<file path="src/hw/float_pkg.sv">
package float_pkg;

	// ############################################################
	// Field widths and limits
	// ############################################################
	localparam int FRAC_W = 23;
	localparam int EXP_BIAS = 127;
	localparam int EXP_MAX_FINITE = 254;

	// Word layout is sign, exponent, fraction.
	typedef logic [31:0] float_t;
	typedef logic [7:0] exp_t;
	typedef logic [FRAC_W:0] mant_t;      // Hidden one on top.

	// Largest finite magnitude, sign bit cleared.
	localparam float_t FLOAT_MAX_MAG = 32'h7f7f_ffff;

endpackage
</file>
<file path="src/hw/node_pkg.sv">
package node_pkg;

	import float_pkg::*;

	localparam int NUM_INPUTS = 10;

	// Input set to result strobe, in clock cycles.
	localparam int NODE_LATENCY = 6;

	// ############################################################
	// Fixed weights, mixed signs
	// ############################################################
	localparam float_t NODE_WEIGHTS [NUM_INPUTS] = '{
		32'hbea8_3d82,                    // About -0.3286.
		32'h3f00_0000,                    // 0.5
		32'h3f40_0000,                    // 0.75
		32'hbe80_0000,                    // -0.25
		32'h3fa0_0000,                    // 1.25
		32'hbf20_0000,                    // -0.625
		32'h3ec0_0000,                    // 0.375
		32'hbfc0_0000,                    // -1.5
		32'h3f60_0000,                    // 0.875
		32'h3e00_0000                     // 0.125
	};

endpackage

</file>
<file path="src/hw/node_mult_stage.sv">
`timescale 1ns/1ns

module node_mult_stage import float_pkg::*, node_pkg::*; (
	input logic clk,
	input logic rst_n,
	input logic in_valid,
	input float_t a0,
	input float_t a1,
	input float_t a2,
	input float_t a3,
	input float_t a4,
	input float_t a5,
	input float_t a6,
	input float_t a7,
	input float_t a8,
	input float_t a9,
	output logic prod_valid,
	output float_t p0,
	output float_t p1,
	output float_t p2,
	output float_t p3,
	output float_t p4,
	output float_t p5,
	output float_t p6,
	output float_t p7,
	output float_t p8,
	output float_t p9
);

	float_t a_vec [NUM_INPUTS];
	float_t w_prod [NUM_INPUTS];
	float_t p_reg [NUM_INPUTS];

	assign a_vec = '{a0, a1, a2, a3, a4, a5, a6, a7, a8, a9};

	genvar i;
	generate
		for (i = 0; i < NUM_INPUTS; i++)
		begin : g_mult
			float_mult u_mult (
				.x(a_vec[i]),
				.y(NODE_WEIGHTS[i]),
				.z(w_prod[i])
			);
		end
	endgenerate

	always_ff @(posedge clk or negedge rst_n)
	begin
		if (!rst_n)
		begin
			prod_valid <= 1'b0;
			p_reg <= '{default: '0};
		end
		else
		begin
			prod_valid <= in_valid;
			if (in_valid)
				p_reg <= w_prod;              // Load only with a new set.
		end
	end

	assign p0 = p_reg[0];
	assign p1 = p_reg[1];
	assign p2 = p_reg[2];
	assign p3 = p_reg[3];
	assign p4 = p_reg[4];
	assign p5 = p_reg[5];
	assign p6 = p_reg[6];
	assign p7 = p_reg[7];
	assign p8 = p_reg[8];
	assign p9 = p_reg[9];

endmodule

</file>
<file path="src/hw/float_mult.sv">
`timescale 1ns/1ns

module float_mult import float_pkg::*; (
	input float_t x,
	input float_t y,
	output float_t z
);

	exp_t ex;
	exp_t ey;
	mant_t mx;
	mant_t my;
	logic [2*FRAC_W+1:0] prod;
	mant_t m_norm;
	logic signed [9:0] exp_res;
	logic sign;

	assign ex = x[30:FRAC_W];
	assign ey = y[30:FRAC_W];
	assign mx = {1'b1, x[FRAC_W-1:0]};
	assign my = {1'b1, y[FRAC_W-1:0]};
	assign sign = x[31] ^ y[31];
	assign prod = mx * my;                // Full 48-bit product.

	// Product lies in [1,4), so at most one bit of normalization.
	always_comb
	begin
		exp_res = $signed({2'b00, ex}) + $signed({2'b00, ey}) - 10'(EXP_BIAS);
		if (prod[2*FRAC_W+1])
		begin
			m_norm = prod[2*FRAC_W+1:FRAC_W+1];
			exp_res = exp_res + 10'sd1;
		end
		else
		begin
			m_norm = prod[2*FRAC_W:FRAC_W];
		end
	end

	always_comb
	begin
		if (ex == '0 || ey == '0)
			z = '0;                           // Zero or flushed operand.
		else if (exp_res <= 0)
			z = '0;                           // Underflow.
		else if (exp_res > EXP_MAX_FINITE)
			z = {sign, FLOAT_MAX_MAG[30:0]};  // Clamp.
		else
			z = {sign, exp_res[7:0], m_norm[FRAC_W-1:0]};
	end

endmodule

</file>
<file path="config.mk">
export PLATFORM = sky130hd
export DESIGN_NAME = node_mult_stage
export DESIGN_NICKNAME = d
export VERILOG_FILES = /design/src/hw/float_pkg.sv /design/src/hw/node_pkg.sv /design/src/hw/node_mult_stage.sv /design/src/hw/float_mult.sv
export SDC_FILE = /design/constraint.sdc
export NUM_CORES = 2
export LEC_CHECK = 0
export ABC_AREA = 1
export BUFFER_PORTS_ARGS = -buffer_cell sky130_fd_sc_hd__clkbuf_2
export CORE_AREA = 2 2 276 278
export CTS_CLUSTER_DIAMETER = 50
export DETAILED_ROUTE_END_ITERATION = 12
export DIE_AREA = 0 0 278 280
export PLACE_DENSITY = 0.72
export SETUP_SLACK_MARGIN = 0.05
export SLEW_MARGIN = 10
export SYNTH_ARGS = -nofsm -noshare
export SYNTH_HDL_FRONTEND = slang
export SYNTH_SLANG_ARGS = --single-unit
</file>
<file path="constraint.sdc">
create_clock -name clk -period 0.8 [get_ports clk]
set_input_delay 0.16 -clock clk [delete_from_list [all_inputs] [get_ports clk]]
set_output_delay 0.16 -clock clk [all_outputs]
set_load 0.1 [all_outputs]
</file>
==> reports/summary.txt, run 1 <==
status = did not finish
stopping stage = 5_1_grt
Run Error = [ERROR GRT-0232] Routing congestion too high. Check the congestion heatmap in the GUI.
Synth Cell Area = 37000 µm²
clock sink total = 321
Post-synth EDFFs = 0
GRT Overall Usage = 0.668
Yosys top cell by area = dfrtp_1
GRT worst endpoint = p0[16]$_DFFE_PN0P_/D
share of flip-flops with an asynchronous set or reset = 1.00
synth cell count leaders = 1996 x nand2_1, 724 x inv_1, 475 x ha_1
CTS HTree Levels = 2
sequential fraction of the synthesis area = 0.217
gr ovfl total = 11
worst slack at placement = -5.29 ns
average cell area after synthesis = 6.88 µm²
number of port buffers = 643
Post-DP HPWL = 114000 µm
Synth Register Bits = 321
Initial Util = 0.492
Chip Width = 278 µm
syn_nets = 6343
Synth Warn # = 0
most common cell in the synthesized netlist = nand2_1
Synth area leaders = dfrtp_1 22%, nand2_1 20%, ha_1 16%, fa_1 8.9%, inv_1 7.3%
TritonCTS Buffers = 50
top cell type's share of synthesized area = 0.217
row count = 101
DP Cell Count = 7936
RePlAce Congestion = 0.965
pin count of the biggest net entering global routing = 94
Cells after Synth = 5380
ys flop type = dfrtp_1
CTS Buffer Depth = 3
post-synth cell types = 60
Worst EP kind = sequential cell input
I/O pin count = 644
root buffer cell = clkbuf_16
Die Height = 280 µm
repair_timing:
action                     CTS
cloned                      40
setup buffers              189
pin swaps                  339
hold endpoints to repair   406
gates resized for setup    912
setup endpoints to repair  641
hold buffers                85
kinds of logic after synthesis:
| logic type | Yosys count | synth area share |
|---|---|---|
| adder cells (fa/ha/maj) | 640 | 0.250 |
| buffers and inverters | 872 | 0.0928 |
| AO/OA/AOI/OAI | 637 | 0.0967 |
| XOR/XNOR | 202 | 0.0480 |
| multiplexers | 5 | 0.00135 |
| flip-flops | 321 | 0.217 |
| AND/OR/NAND/NOR | 2703 | 0.294 |
routing by layer:
metal	GRT overflow	GRT usage
met4	6	0.659
met3	4	0.488
met1	0	0.650
met5	0	0.287
met2	1	0.872
per-stage QoR:
stage | area, µm² | utilization
after floorplan | 39900 | -
after CTS | 65200 | 0.867
after global placement | 56700 | 0.754
after detailed placement | 56700 | 0.754
==> inputs of run 2 (changes only) <==
Settings changed: CORE_AREA 2 2 276 278 to 2 2 329 331, CTS_CLUSTER_DIAMETER 50 to not set, DIE_AREA 0 0 278 280 to 0 0 331 333, PLACE_DENSITY 0.72 to not set, PLACE_DENSITY_LB_ADDON set to 0.15, SETUP_SLACK_MARGIN 0.05 to not set.
==> run 2 against run 1 <==
Compared with the run above: the flow now finishes, with violations (negative setup slack); synthesized cell count unchanged; synthesized area unchanged.
==> reports/summary.txt, run 2 <==
Synth Warn # = 0
Routed wire per std cell = 16.4 µm
Critical Path End Type = flop
Slew headroom = 0.593
I/O pin count = 644
top cell type's share of synthesized area = 0.217
Die Height = 333 µm
Setup WS post-layout = -4.39 ns
Starting DRT DRC Count = 1916
CTS tree = yes
worst r2r dst = p9[31]
root buffer cell = clkbuf_16
Final TNS setup = -672.24 ns
Worst EP required = 1.29 ns
hold_sp = a2[0]
ys flop type = dfrtp_1
fmax = 193 MHz
CP Class = in -> reg
clock latency on the worst-skew pair = 0.60 ns
Final Hold Vio Count = 0
unrepaired setup endpoints after global routing = yes
GRT Overall Usage = 0.245
Least-Margin Pin Slew = 0.610 ns
gr ovfl total = 0
Worst Hold Class = in -> reg
TritonCTS Buffers = 42
fill count = 9603
Core ar. = 107000 µm²
max-cap check violation count = 0
DR pass1 iterations = 6
Finished Layout Cells = 8655
fin. max-slew vios = 0
residual DRC count = 0
share of flip-flops with an asynchronous set or reset = 1.00
Crit Reg-Reg Startpoint = p9[31]
average cell area after synthesis = 6.88 µm²
Cells after Synth = 5380
failing checks = negative setup slack
initial antenna violation count = 32
FF+latch area = 9240 µm²
most common cell in the synthesized netlist = nand2_1
commonest non-fill, non-tap cell in the layout = nand2_1
Synth area leaders = dfrtp_1 22%, nand2_1 20%, ha_1 16%, fa_1 8.9%, inv_1 7.3%
number of port buffers = 643
commonest non-fill, non-tap cells in the layout = 1756 x nand2_1, 1115 x buf_4, 673 x inv_1
DR vias = 40588
nets = 8169
pin count of the biggest net entering global routing = 113
fin crit period = 5.19 ns
R2R setup slack = -0.03 ns
vias in the first global route = 40361
slowest stage delay, CP = 0.54 ns
Multi-input gate area = 29300 µm²
synth cell count leaders = 1996 x nand2_1, 724 x inv_1, 475 x ha_1
Final Util = 0.595
Final setup viols = 640
DP Cell Count = 8412
worst hold stages = 6
row count = 120
CP startpoint kind = input port
crit path DAT = 5.68 ns
syn_nets = 6343
Chip Width = 331 µm
Hold WS = 0.0360 ns
Worst path slowest cell = fa_1
Antenna Nets Post-Route = 0
Area Growth Syn to Fin = 71.4%
crit path max fanout = 7
CTS HTree Levels = 2
Yosys top cell by area = dfrtp_1
Initial Util = 0.347
Worst Hold End = p2[0]
layout cells sized above 1 = 0.403
Vias per Instance = 4.69
Tcrit/Tclk final = 6.49
post-synth cell types = 60
Max IR drop VDD = 6.89 mV
Leak = 0.0325 µW
CTS Buffer Depth = 3
Total Wirelength = 142000 µm
pwr dens = 3530 nW/µm²
Post-DP HPWL = 116000 µm
Synth Cell Area = 37000 µm²
RePlAce Congestion = 0.943
Post-synth EDFFs = 0
first-pass GRT wire length = 215000 µm
clock sink total = 321
status = finished, violations left
clk slew on worst S/H paths = 0.06 ns
clk_skew = 0 ns
Synth Register Bits = 321
sequential fraction of the synthesis area = 0.217
worst r2r path cells = 1
die area = 110000 µm²
==> run 2: cells by family after synthesis <==
| family | synth area share |
|---|---|
| and+or+nand+nor | 0.294 |
| buffers and inverters | 0.0928 |
| adders and majority gates | 0.250 |
| AOI/OAI and AO/OA | 0.0967 |
| DFF | 0.217 |
| xor gates and xnor gates | 0.0480 |
| muxes | 0.00135 |
==> run 2: metal layers <==
layer | vias to the layer above | GRT usage | wire, µm | share of wire
met5 | - | 0 | 215 | 0.0015
met4 | 36 | 0.0739 | 3960 | 0.028
met3 | 190 | 0.0580 | 9010 | 0.064
met2 | 826 | 0.412 | 67900 | 0.48
met1 | 18861 | 0.310 | 60700 | 0.43
li1 | 20675 | - | - | -
==> run 2: how the worst max path moves through the flow <==
stage / start / end / cells past startpoint
2_1_floorplan: a0[14] / p0[0] / 35
3_3_place_gp: a0[6] / p0[9] / 30
3_5_place_dp: a0[6] / p0[9] / 28
4_1_cts: a0[20] / p0[10] / 29
5_1_grt: a0[13] / p0[2] / 36
6_report: a0[12] / p0[5] / 29
==> run 2: cell type report <==
cell class              count  area share
diodes                     14    0.000552
repair buffers           1909       0.296
well taps                1403      0.0277
flip-flops and latches    321       0.146
multi-input cells        4190       0.463
inverters                 742      0.0451
clock inverters            18     0.00298
clock buffers              58      0.0193
==> run 2: power breakdown <==
part	leakage [µW]	internal, µW	switching [µW]
clock	0.000694	11400	8170
combinational	0.0283	81300	98300
sequential	0.00354	21100	3570
==> run 2: repair_timing <==
item                                    4_1_cts  5_1_grt
hold buffers                                 86        0
resized for setup                            90      630
buffers inserted                              4       45
hold endpoints to repair                    409        0
pin swaps                                    20      244
endpoints found under the setup margin      640      641
gates cloned                                  2       18
==> run 2: worst max-delay path: cells and delay by family <==
family          cells  cell delay [ns]
compound gates      2             0.30
buf+inv             6             0.59
simple gates       13             1.42
fa+ha+maj           8             3.20
==> run 2: per-stage QoR <==
step	setup slack, ns	power (µW)	cell area [µm²]
final	-4.39	224000	63400
after global routing	-4.65	239000	63400
after CTS	-4.35	209000	60400
after detailed placement	-5.10	186000	57600
after global placement	-5.08	185000	57600
after floorplan	-4.58	117000	39900
(Power assumes the default switching activity.)
